--- config.mk ---
export PLATFORM = sky130hd
export DESIGN_NAME = ntsc_capture
export DESIGN_NICKNAME = d
export VERILOG_FILES = /design/src/ntsc_pkg.sv /design/src/video_if.sv /design/src/ccir656_decoder.sv /design/src/detection_builder.sv /design/src/ntsc_capture.sv /design/src/raster_tracker.sv /design/src/record_fifo.sv /design/src/record_sender.sv
export VERILOG_INCLUDE_DIRS = /design/src
export SDC_FILE = /design/constraint.sdc
export NUM_CORES = 1
export LEC_CHECK = 0
export ABC_AREA = 1
export BUFFER_PORTS_ARGS = -buffer_cell sky130_fd_sc_hd__buf_2
export CELL_PAD_IN_SITES_DETAIL_PLACEMENT = 0
export CELL_PAD_IN_SITES_GLOBAL_PLACEMENT = 2
export CORE_UTILIZATION = 48
export DETAILED_ROUTE_END_ITERATION = 16
export GPL_TIMING_DRIVEN = 0
export PLACE_DENSITY = 0.85
export SLEW_MARGIN = 20
export SYNTH_ARGS = -nofsm -noshare
export SYNTH_HDL_FRONTEND = slang
export SYNTH_SLANG_ARGS = --single-unit
export TNS_END_PERCENT = 5
--- constraint.sdc ---
create_clock -name clk -period 4.45 [get_ports clk]
set_input_delay 0.2225 -clock clk [delete_from_list [all_inputs] [get_ports clk]]
set_output_delay 0.2225 -clock clk [all_outputs]
set_load 0.05 [all_outputs]
--- src/ntsc_defines.svh ---
`ifndef NTSC_DEFINES_SVH
`define NTSC_DEFINES_SVH

////////////////////////////////////////////////////////////////////////////
// Stream and raster geometry
////////////////////////////////////////////////////////////////////////////

// One CCIR656 word per clock, each component uses the full word
`define NTSC_WORD_W      10
`define NTSC_X_W         10
`define NTSC_Y_W         9

// Active window inside the interlaced line numbering
`define NTSC_ACTIVE_W    640
`define NTSC_Y_TOP       25
`define NTSC_ACTIVE_H    480

// Record queue between detection and the req/ack port
`define NTSC_FIFO_DEPTH  16

// Preamble words and the f/v/h positions inside the reference code
`define NTSC_CODE_FF     10'h3FF
`define NTSC_CODE_00     10'h000
`define NTSC_BIT_F       8
`define NTSC_BIT_V       7
`define NTSC_BIT_H       6

////////////////////////////////////////////////////////////////////////////
// Colour thresholds on 10-bit Y, Cr, Cb (all strict compares)
////////////////////////////////////////////////////////////////////////////

`define ORANGE_CB_MAX    10'd400
`define ORANGE_CR_MIN    10'd640
`define ORANGE_LUM_MIN   10'd300
`define GREEN_LUM_MIN    10'd200
`define GREEN_LUM_MAX    10'd600
`define GREEN_CR_MIN     10'd300
`define GREEN_CR_MAX     10'd480
`define GREEN_CB_MIN     10'd300
`define GREEN_CB_MAX     10'd480
`define PINK_CB_MIN      10'd560
`define PINK_CR_MIN      10'd600
`define PINK_LUM_MIN     10'd400
`define BLUE_CB_MIN      10'd640
`define BLUE_CR_MAX      10'd440
`define BLUE_LUM_MIN     10'd160

`endif

--- src/ntsc_pkg.sv ---
`default_nettype none

`include "ntsc_defines.svh"

package ntsc_pkg;

   // Decoder walk through preamble, then the Cb Y Cr Y pixel cycle
   typedef enum logic [2:0] {
      SYNC_1,
      SYNC_2,
      SYNC_3,
      ACT_CB,
      ACT_Y0,
      ACT_CR,
      ACT_Y1
   } decode_state_t;

   // Colour codes as carried on o_color
   typedef enum logic [1:0] {
      COLOR_ORANGE = 2'd0,
      COLOR_PINK   = 2'd1,
      COLOR_BLUE   = 2'd2,
      COLOR_GREEN  = 2'd3
   } color_t;

   typedef enum logic {
      REC_FRAME = 1'b0,
      REC_PIXEL = 1'b1
   } rec_kind_t;

   // Output handshake machine
   typedef enum logic [1:0] {
      SEND_IDLE,
      SEND_REQ,
      SEND_WAIT_LOW
   } send_state_t;

   // One queued detection, 22 bits
   typedef struct packed {
      rec_kind_t                 kind;
      color_t                    color;
      logic [`NTSC_X_W-1:0]      x;
      logic [`NTSC_Y_W-1:0]      line;
   } detect_rec_t;

endpackage

`default_nettype wire

--- src/video_if.sv ---
`timescale 1ns/1ps
`default_nettype none

`include "ntsc_defines.svh"

// Decoded samples and reference codes
interface video_if;
   logic                     pix_valid;
   logic [`NTSC_WORD_W-1:0]  y;
   logic [`NTSC_WORD_W-1:0]  cr;
   logic [`NTSC_WORD_W-1:0]  cb;
   logic                     code_valid;
   logic                     f;
   logic                     v;
   logic                     h;

   modport decoder  (output pix_valid, y, cr, cb, code_valid, f, v, h);
   modport consumer (input  pix_valid, y, cr, cb, code_valid, f, v, h);
endinterface

// Position of the current pixel in the raster
interface raster_if;
   logic                     active;
   logic [`NTSC_X_W-1:0]     x;
   logic [`NTSC_Y_W-1:0]     line;
   logic                     frame_start;

   modport tracker (output active, x, line, frame_start);
   modport builder (input  active, x, line, frame_start);
endinterface

`default_nettype wire
--- src/ccir656_decoder.sv ---
`timescale 1ns/1ps
`default_nettype none

`include "ntsc_defines.svh"

module ccir656_decoder
   import ntsc_pkg::*;
(
   input  wire                     clk,
   input  wire                     reset,
   input  wire [`NTSC_WORD_W-1:0]  i_word,
   video_if.decoder                o_vid
);

   decode_state_t state_q;
   decode_state_t act_next;
   // Set while SYNC_3 waits for the code word itself
   logic          code_phase_q;
   logic          is_ff;
   logic          is_00;
   logic          is_sav;
   logic          is_code;
   logic          is_luma;

   assign is_ff  = (i_word == `NTSC_CODE_FF);
   assign is_00  = (i_word == `NTSC_CODE_00);
   // Start of active video: bit 9 set, v and h clear
   assign is_sav = i_word[9] && !i_word[`NTSC_BIT_V] && !i_word[`NTSC_BIT_H];

   assign is_code = (state_q == SYNC_3) && code_phase_q;
   assign is_luma = ((state_q == ACT_Y0) || (state_q == ACT_Y1)) && !is_ff;

   // Cb Y0 Cr Y1 repeats until the next preamble
   always_comb
   begin
      case (state_q)
         ACT_CB:  act_next = ACT_Y0;
         ACT_Y0:  act_next = ACT_CR;
         ACT_CR:  act_next = ACT_Y1;
         default: act_next = ACT_CB;
      endcase
   end

   ////////////////////////////////////////////////////////////////////////
   // Word stream FSM
   ////////////////////////////////////////////////////////////////////////

   always_ff @(posedge clk)
   begin
      if (reset)
      begin
         state_q      <= SYNC_1;
         code_phase_q <= 1'b0;
      end
      else
      begin
         code_phase_q <= 1'b0;
         case (state_q)
            SYNC_1:
            begin
               // Hunt for the 3FF preamble word
               if (is_ff)
                  state_q <= SYNC_2;
            end
            SYNC_2:
            begin
               if (is_00)
                  state_q <= SYNC_3;
               else if (!is_ff)
                  state_q <= SYNC_1;
            end
            SYNC_3:
            begin
               if (code_phase_q)
                  state_q <= is_sav ? ACT_CB : SYNC_1;
               else if (is_00)
                  code_phase_q <= 1'b1;
               else if (is_ff)
                  state_q <= SYNC_2;
               else
                  state_q <= SYNC_1;
            end
            default:
            begin
               // Any 3FF inside active video opens a new preamble
               if (is_ff)
                  state_q <= SYNC_2;
               else
                  state_q <= act_next;
            end
         endcase
      end
   end

   // Strobes, one cycle after the word
   always_ff @(posedge clk)
   begin
      if (reset)
      begin
         o_vid.pix_valid  <= 1'b0;
         o_vid.code_valid <= 1'b0;
      end
      else
      begin
         o_vid.pix_valid  <= is_luma;
         o_vid.code_valid <= is_code;
      end
   end

   // Component and code bit capture
   always_ff @(posedge clk)
   begin
      if (is_luma)
         o_vid.y <= i_word;
      if ((state_q == ACT_CB) && !is_ff)
         o_vid.cb <= i_word;
      if ((state_q == ACT_CR) && !is_ff)
         o_vid.cr <= i_word;
      if (is_code)
      begin
         o_vid.f <= i_word[`NTSC_BIT_F];
         o_vid.v <= i_word[`NTSC_BIT_V];
         o_vid.h <= i_word[`NTSC_BIT_H];
      end
   end

endmodule

`default_nettype wire

--- src/detection_builder.sv ---
`timescale 1ns/1ps
`default_nettype none

`include "ntsc_defines.svh"

module detection_builder
   import ntsc_pkg::*;
(
   input  wire          clk,
   input  wire          reset,
   video_if.consumer    i_vid,
   raster_if.builder    i_ras,
   output detect_rec_t  o_rec,
   output logic         o_rec_valid
);

   logic   is_orange;
   logic   is_green;
   logic   is_pink;
   logic   is_blue;
   logic   is_hit;
   color_t color_hit;

   ////////////////////////////////////////////////////////////////////////
   // Threshold tests
   ////////////////////////////////////////////////////////////////////////

   assign is_orange = (i_vid.cb < `ORANGE_CB_MAX) && (i_vid.cr > `ORANGE_CR_MIN)
                      && (i_vid.y > `ORANGE_LUM_MIN);
   assign is_green  = (i_vid.y > `GREEN_LUM_MIN) && (i_vid.y < `GREEN_LUM_MAX)
                      && (i_vid.cr > `GREEN_CR_MIN) && (i_vid.cr < `GREEN_CR_MAX)
                      && (i_vid.cb > `GREEN_CB_MIN) && (i_vid.cb < `GREEN_CB_MAX);
   assign is_pink   = (i_vid.cb > `PINK_CB_MIN) && (i_vid.cr > `PINK_CR_MIN)
                      && (i_vid.y > `PINK_LUM_MIN);
   assign is_blue   = (i_vid.cb > `BLUE_CB_MIN) && (i_vid.cr < `BLUE_CR_MAX)
                      && (i_vid.y > `BLUE_LUM_MIN);

   // Priority orange, green, pink, blue
   always_comb
   begin
      is_hit    = 1'b1;
      color_hit = COLOR_ORANGE;
      if (is_orange)
         color_hit = COLOR_ORANGE;
      else if (is_green)
         color_hit = COLOR_GREEN;
      else if (is_pink)
         color_hit = COLOR_PINK;
      else if (is_blue)
         color_hit = COLOR_BLUE;
      else
         is_hit = 1'b0;
   end

   always_ff @(posedge clk)
   begin
      if (reset)
         o_rec_valid <= 1'b0;
      else
         o_rec_valid <= i_ras.frame_start || (i_vid.pix_valid && i_ras.active && is_hit);
   end

   // Frame and pixel records never share a cycle, frame wins anyway
   always_ff @(posedge clk)
   begin
      if (i_ras.frame_start)
         o_rec <= '{kind: REC_FRAME, color: COLOR_ORANGE, x: '0, line: '0};
      else
         o_rec <= '{kind: REC_PIXEL, color: color_hit, x: i_ras.x, line: i_ras.line};
   end

endmodule

`default_nettype wire

--- src/ntsc_capture.sv ---
`timescale 1ns/1ps
`default_nettype none

`include "ntsc_defines.svh"

module ntsc_capture
   import ntsc_pkg::*;
(
   input  wire                     clk,
   input  wire                     reset,
   input  wire [`NTSC_WORD_W-1:0]  i_video_data,
   output logic                    o_req,
   input  wire                     i_ack,
   output logic                    o_rec_kind,
   output logic [1:0]              o_color,
   output logic [`NTSC_X_W-1:0]    o_x,
   output logic [`NTSC_Y_W-1:0]    o_y,
   output logic                    o_overflow
);

   video_if  u_vid ();
   raster_if u_ras ();

   detect_rec_t build_rec;
   logic        build_valid;
   detect_rec_t fifo_head;
   logic        fifo_empty;
   logic        fifo_pop;
   detect_rec_t send_rec;

   ////////////////////////////////////////////////////////////////////////
   // Stream decode, raster position, detection
   ////////////////////////////////////////////////////////////////////////

   ccir656_decoder u_decoder (
      .clk    (clk),
      .reset  (reset),
      .i_word (i_video_data),
      .o_vid  (u_vid.decoder)
   );

   raster_tracker u_tracker (
      .clk   (clk),
      .reset (reset),
      .i_vid (u_vid.consumer),
      .o_ras (u_ras.tracker)
   );

   detection_builder u_builder (
      .clk         (clk),
      .reset       (reset),
      .i_vid       (u_vid.consumer),
      .i_ras       (u_ras.builder),
      .o_rec       (build_rec),
      .o_rec_valid (build_valid)
   );

   // Queue and req/ack output
   record_fifo u_fifo (
      .clk        (clk),
      .reset      (reset),
      .i_rec      (build_rec),
      .i_wr       (build_valid),
      .o_head     (fifo_head),
      .o_empty    (fifo_empty),
      .i_pop      (fifo_pop),
      .o_overflow (o_overflow)
   );

   record_sender u_sender (
      .clk     (clk),
      .reset   (reset),
      .i_head  (fifo_head),
      .i_empty (fifo_empty),
      .o_pop   (fifo_pop),
      .o_req   (o_req),
      .o_rec   (send_rec),
      .i_ack   (i_ack)
   );

   // Record fields onto the pins
   assign o_rec_kind = send_rec.kind;
   assign o_color    = send_rec.color;
   assign o_x        = send_rec.x;
   assign o_y        = send_rec.line;

endmodule

`default_nettype wire

--- src/raster_tracker.sv ---
`timescale 1ns/1ps
`default_nettype none

`include "ntsc_defines.svh"

module raster_tracker (
   input  wire          clk,
   input  wire          reset,
   video_if.consumer    i_vid,
   raster_if.tracker    o_ras
);

   // One extra bit so a full field never wraps back into the window
   localparam int LINE_W = `NTSC_Y_W + 1;
   localparam logic [LINE_W-1:0] LINE_TOP = LINE_W'(`NTSC_Y_TOP);
   localparam logic [LINE_W-1:0] LINE_END = LINE_W'(`NTSC_Y_TOP + `NTSC_ACTIVE_H);

   logic [LINE_W-1:0]     line_idx_q;
   logic [LINE_W-1:0]     line_rel;
   logic [`NTSC_X_W-1:0]  x_q;
   logic                  seen_f0_q;
   logic                  code_vbl;
   logic                  code_eav;
   logic                  code_sav;
   logic                  frame_pulse;

   assign code_vbl = i_vid.code_valid && i_vid.v;
   assign code_eav = i_vid.code_valid && i_vid.h && !i_vid.v;
   assign code_sav = i_vid.code_valid && !i_vid.h && !i_vid.v;

   // First blanking code of field 1 after field 0 was seen
   assign frame_pulse = code_vbl && i_vid.f && seen_f0_q;

   always_ff @(posedge clk)
   begin
      if (reset)
      begin
         line_idx_q <= '0;
         x_q        <= '0;
         seen_f0_q  <= 1'b0;
      end
      else
      begin
         // Interlaced numbering, each field steps by two
         if (code_vbl)
            line_idx_q <= {{(LINE_W-1){1'b0}}, i_vid.f};
         else if (code_eav)
            line_idx_q <= line_idx_q + 2'd2;
         // x holds at its top value on an overlong line
         if (code_sav)
            x_q <= '0;
         else if (i_vid.pix_valid && (x_q != '1))
            x_q <= x_q + 1'b1;
         if (frame_pulse)
            seen_f0_q <= 1'b0;
         else if (i_vid.code_valid && !i_vid.f)
            seen_f0_q <= 1'b1;
      end
   end

   assign line_rel = line_idx_q - LINE_TOP;

   assign o_ras.active      = (line_idx_q >= LINE_TOP) && (line_idx_q < LINE_END)
                              && (x_q < `NTSC_ACTIVE_W);
   assign o_ras.x           = x_q;
   assign o_ras.line        = line_rel[`NTSC_Y_W-1:0];
   assign o_ras.frame_start = frame_pulse;

endmodule

`default_nettype wire

--- src/record_fifo.sv ---
`timescale 1ns/1ps
`default_nettype none

`include "ntsc_defines.svh"

module record_fifo
   import ntsc_pkg::*;
(
   input  wire               clk,
   input  wire               reset,
   input  wire detect_rec_t  i_rec,
   input  wire               i_wr,
   output detect_rec_t       o_head,
   output logic              o_empty,
   input  wire               i_pop,
   output logic              o_overflow
);

   localparam int PTR_W = $clog2(`NTSC_FIFO_DEPTH);
   localparam logic [PTR_W:0] FULL_COUNT = (PTR_W+1)'(`NTSC_FIFO_DEPTH);

   detect_rec_t        mem [`NTSC_FIFO_DEPTH];
   logic [PTR_W-1:0]   wr_ptr_q;
   logic [PTR_W-1:0]   rd_ptr_q;
   logic [PTR_W:0]     count_q;
   logic               full;
   logic               do_wr;
   logic               do_rd;

   assign full  = (count_q == FULL_COUNT);
   // A write into a full queue is lost
   assign do_wr = i_wr && !full;
   assign do_rd = i_pop && !o_empty;

   // Storage array
   always_ff @(posedge clk)
   begin
      if (do_wr)
         mem[wr_ptr_q] <= i_rec;
   end

   always_ff @(posedge clk)
   begin
      if (reset)
      begin
         wr_ptr_q   <= '0;
         rd_ptr_q   <= '0;
         count_q    <= '0;
         o_overflow <= 1'b0;
      end
      else
      begin
         if (do_wr)
            wr_ptr_q <= wr_ptr_q + 1'b1;
         if (do_rd)
            rd_ptr_q <= rd_ptr_q + 1'b1;
         if (do_wr && !do_rd)
            count_q <= count_q + 1'b1;
         else if (do_rd && !do_wr)
            count_q <= count_q - 1'b1;
         // Sticky until reset
         if (i_wr && full)
            o_overflow <= 1'b1;
      end
   end

   assign o_head  = mem[rd_ptr_q];
   assign o_empty = (count_q == '0);

endmodule

`default_nettype wire

--- src/record_sender.sv ---
`timescale 1ns/1ps
`default_nettype none

module record_sender
   import ntsc_pkg::*;
(
   input  wire               clk,
   input  wire               reset,
   input  wire detect_rec_t  i_head,
   input  wire               i_empty,
   output logic              o_pop,
   output logic              o_req,
   output detect_rec_t       o_rec,
   input  wire               i_ack
);

   send_state_t state_q;

   always_ff @(posedge clk)
   begin
      if (reset)
         state_q <= SEND_IDLE;
      else
      begin
         case (state_q)
            SEND_IDLE:
            begin
               if (!i_empty)
                  state_q <= SEND_REQ;
            end
            SEND_REQ:
            begin
               if (i_ack)
                  state_q <= SEND_WAIT_LOW;
            end
            default:
            begin
               // Four-phase, ack must drop before the next req
               if (!i_ack)
                  state_q <= SEND_IDLE;
            end
         endcase
      end
   end

   // Head is held on the output for the whole req phase
   always_ff @(posedge clk)
   begin
      if ((state_q == SEND_IDLE) && !i_empty)
         o_rec <= i_head;
   end

   assign o_req = (state_q == SEND_REQ);
   // Pop on the same edge that drops req
   assign o_pop = (state_q == SEND_REQ) && i_ack;

endmodule

`default_nettype wire

==> impl_results.md <==
- Status: finished clean
- Routed Antenna Nets: 0
- HPWL Detailed: 33900 um
- Most frequent CP cell: nand2_1
- Final Hold Fails: 0
- Worst VDD drop: 0.300 mV
- Clock share of power: 47.7%
- Highest-count cells in the layout ignoring fill and taps: edfxtp_1, nor2_1, nand2_1
- Clock Path Buffers: 3
- Detailed-route via count: 12200
- Final WL: 50500 um
- Fin Clk Skew: 0.0362 ns
- Worst path arrival time: 3.24 ns
- Asr flop ratio synth: 0%
- # rows: 72
- Top cells by area, synth: edfxtp_1, dfxtp_1, nor2_1, mux2i_1, o21ai_0
- Area leader, netlist: edfxtp_1
- Setup crit start kind: flop
- Cells after synthesis: 1473
- Setup_tns: 0 ns
- Crit path largest cell delay: 0.41 ns
- Die area: 40300 sq um
- Number of synthesized flops with an enable pin: 407
- Final min period: 2.76 ns
- Vias in the first global route: 11800
- DRT iter0 DRCs: 1125
- Htree depth: 2
- Num CTS Buffers: 49
- Footprint of the multi-input gates: 4880 sq um
- # setup viols final: 0
- Syn Std Cell Area: 18900 sq um
- Met1 Track Usage GR: 33.3%
- P per Cell Area: 413 nW/um^2
- Starting Density: 48.8%
- I/O Buffers: 36
- Relative slew slack: 34.2%
- Combinational Power Share: 0.4%
- Reg clk slew, reported paths: 0.06 ns
- Unrepaired setup endpoints after global routing: no
- Final total power: 9.15 mW
- Sequential-to-total area share from yosys stat: 71.5%
- Worst-margin pin slew: 0.987 ns
- Die W: 201 um
- Core box area: 38800 sq um
- Initial antenna violation count: 0
- First-pass GRT wire length: 74700 um
- Max Fanout on Critical Path: 4
- Fillcell total: 3152
- Avg WL per Cell: 23.5 um
- Share of cells above drive strength 1: 11.8%
- Seq cells post-synth: 473
- Syn nets: 1502
- Max-cap viol count: 0
- TritonCTS clock tree: built
- Sw frac: 19.4%
- Worst path top cell family by delay: simple AND/OR/NAND/NOR gates
- Critical path required time: 4.93 ns
- Max Slew Vio Count: 0
- Clk sinks: 473
- Bufs and invs on worst path: 1
- RR Startpoint: u_fifo.count_q[0]
- Commonest non-fill, non-tap cell in the layout: edfxtp_1
- Avg Inst Size Synth: 12.9 sq um
- Crit Path Class: reg -> reg
- Postcts setup bufs: 0
- FF-to-FF setup slack: 1.69 ns
- Tcrit/Tclk final: 62.0%
- Drt pass-1 iters: 6
- NumNets Final: 1617
- Hold crit path type: in -> reg
- Min-Delay Startpoint: i_video_data[1]
- Setup crit end kind: flop
- Routability congestion estimate: 0.819
- Achievable Freq: 362 MHz
- Area delta synth->final: 17.1%
- CP max-delay cell: fa_1
- GR Util met2: 42.7%
- Largest net degree at the start of global routing: 23
- Post_cts resized: 0
- Crit-path cells: nor4_2, nand2_1, nand2_1, ha_1, inv_1, fa_1, a21o_1, a21oi_1, nor2_1, nor2_1, nand2_1, o21ai_0, a21oi_1
- Seq pwr share: 51.9%
- Yosys warns: 0
- GRT Resource Usage Total: 25.3%
- Ant diodes: 0
- Cell Int Power: 7.37 mW
- M3 GR Usage: 4.29%
- Clk_lat worst skew: 0.60 ns
- Via/cell ratio: 5.67
- DRC viols: 0
- Synth top area share: 64.5%
- GRT busiest layer: met2
- CTS root buffer: clkbuf_16
- Crit path from: u_fifo.count_q[0]
- Number of I/O pins: 37
- Sw Pwr: 1.78 mW
- Total grt overflow: 0
- Lkg Pwr: 7.29 nW
- Die Span Y: 201 um
- Hold Buf Count CTS: 12
- Register Area: 13500 sq um
- Post-synthesis cell type count: 46
- Most used DFF post-synth: edfxtp_1
## layer usage
layer | up-vias | routed length, um
met5 | - | 0
met1 | 5978 | 20800
met4 | 0 | 1490
li1 | 5650 | -
met3 | 100 | 3440
met2 | 453 | 24800
## power by group through the flow
stage	combinational [mW]	clock, mW	sequential, mW
after CTS	0.0390	4.41	4.75
final	0.0386	4.37	4.75
after global placement	0.0310	0	4.84
after global routing	0.0429	4.56	4.74
after floorplan	0.0101	0	4.84
after detailed placement	0.0311	0	4.84
## worst register-to-register path: cells and delay by family (launching register included)
| kind | cells | cell delay, ns |
|---|---|---|
| AND/OR/NAND/NOR | 6 | 0.98 |
| buffers and inverters | 1 | 0.11 |
| adder cells (fa/ha/maj) | 2 | 0.66 |
| flip-flops | 1 | 0.35 |
| AO/OA/AOI/OAI | 4 | 0.56 |
## kinds of logic (layout without fill, tap and decap cells)
| group | after synthesis | count (layout) | share of synthesized area (%) |
|---|---|---|---|
| fa+ha+maj | 16 | 16 | 1.10 |
| compound gates | 272 | 272 | 9.25 |
| mux | 68 | 68 | 3.59 |
| flops | 473 | 473 | 71.5 |
| simple gates | 483 | 483 | 10.8 |
| xor+xnor | 8 | 8 | 0.370 |
| buf+inv | 153 | 309 | 3.41 |
## registers in the layout, summed over array words and instances (netlist names), 2 cells and up
signal / flops
u_decoder.o_vid.cb: 10
u_tracker.line_idx_q: 10
u_sender.state_q: 2
u_tracker.o_ras.x: 10
u_builder.o_rec: 22
u_fifo.mem: 352
u_fifo.rd_ptr_q: 4
u_decoder.o_vid.y: 10
u_decoder.state_q: 3
u_fifo.wr_ptr_q: 4
u_fifo.count_q: 5
u_sender.o_rec: 22
u_decoder.o_vid.cr: 10
## through the flow
step | std cells | utilization (%) | instance area [sq um] | hold WS [ns] | setup slack (ns)
6_report | 2147 | 57.1 | 22200 | 0.414 | 1.69
5_1_grt | 2147 | 57.1 | 22200 | 0.431 | 1.44
4_1_cts | 2147 | 57.1 | 22200 | 0.385 | 1.67
3_5_place_dp | 2043 | 52.4 | 20300 | 0.454 | 1.69
3_3_place_gp | 2027 | 50.9 | 19800 | 0.447 | 0.632
2_1_floorplan | 1473 | - | 18900 | 0.321 | 2.12
## area by class of cell
cell class | instances | share of cell area, %
Buffer | 67 | 1.46
Clock buffer | 56 | 5.79
Clock inverter | 36 | 2.02
Inverter | 86 | 1.46
Multi-Input combinational cell | 847 | 22.0
Sequential cell | 473 | 61.1
Tap cell | 518 | 2.92
Timing Repair Buffer | 64 | 3.31
## cells in the mapped netlist, types with 3 or more instances
master    number
edfxtp_1     407
nor2_1       248
nand2_1      133
o21ai_0      124
inv_1         83
mux2i_1       68
o221ai_1      68
dfxtp_1       66
nand3_1       53
clkbuf_1      43
a21oi_1       32
nor3_1        19
o211ai_1      17
o32ai_1       17
buf_2         15
ha_1          15
nand4_1        9
buf_6          6
xor2_1         5
a31oi_1        3
inv_2          3
nand3b_1       3
nor3b_1        3
o22ai_1        3
xnor2_1        3
## final timing paths
path / endpoint / cells after the start
worst min-delay path: u_decoder.o_vid.cb[1] / 2
worst min register to register: u_builder.o_rec[13] / 2
worst max-delay path: u_fifo.count_q[4] / 13
worst max register to register: u_fifo.count_q[4] / 13
Note: power is estimated with default switching activity, not from simulation.
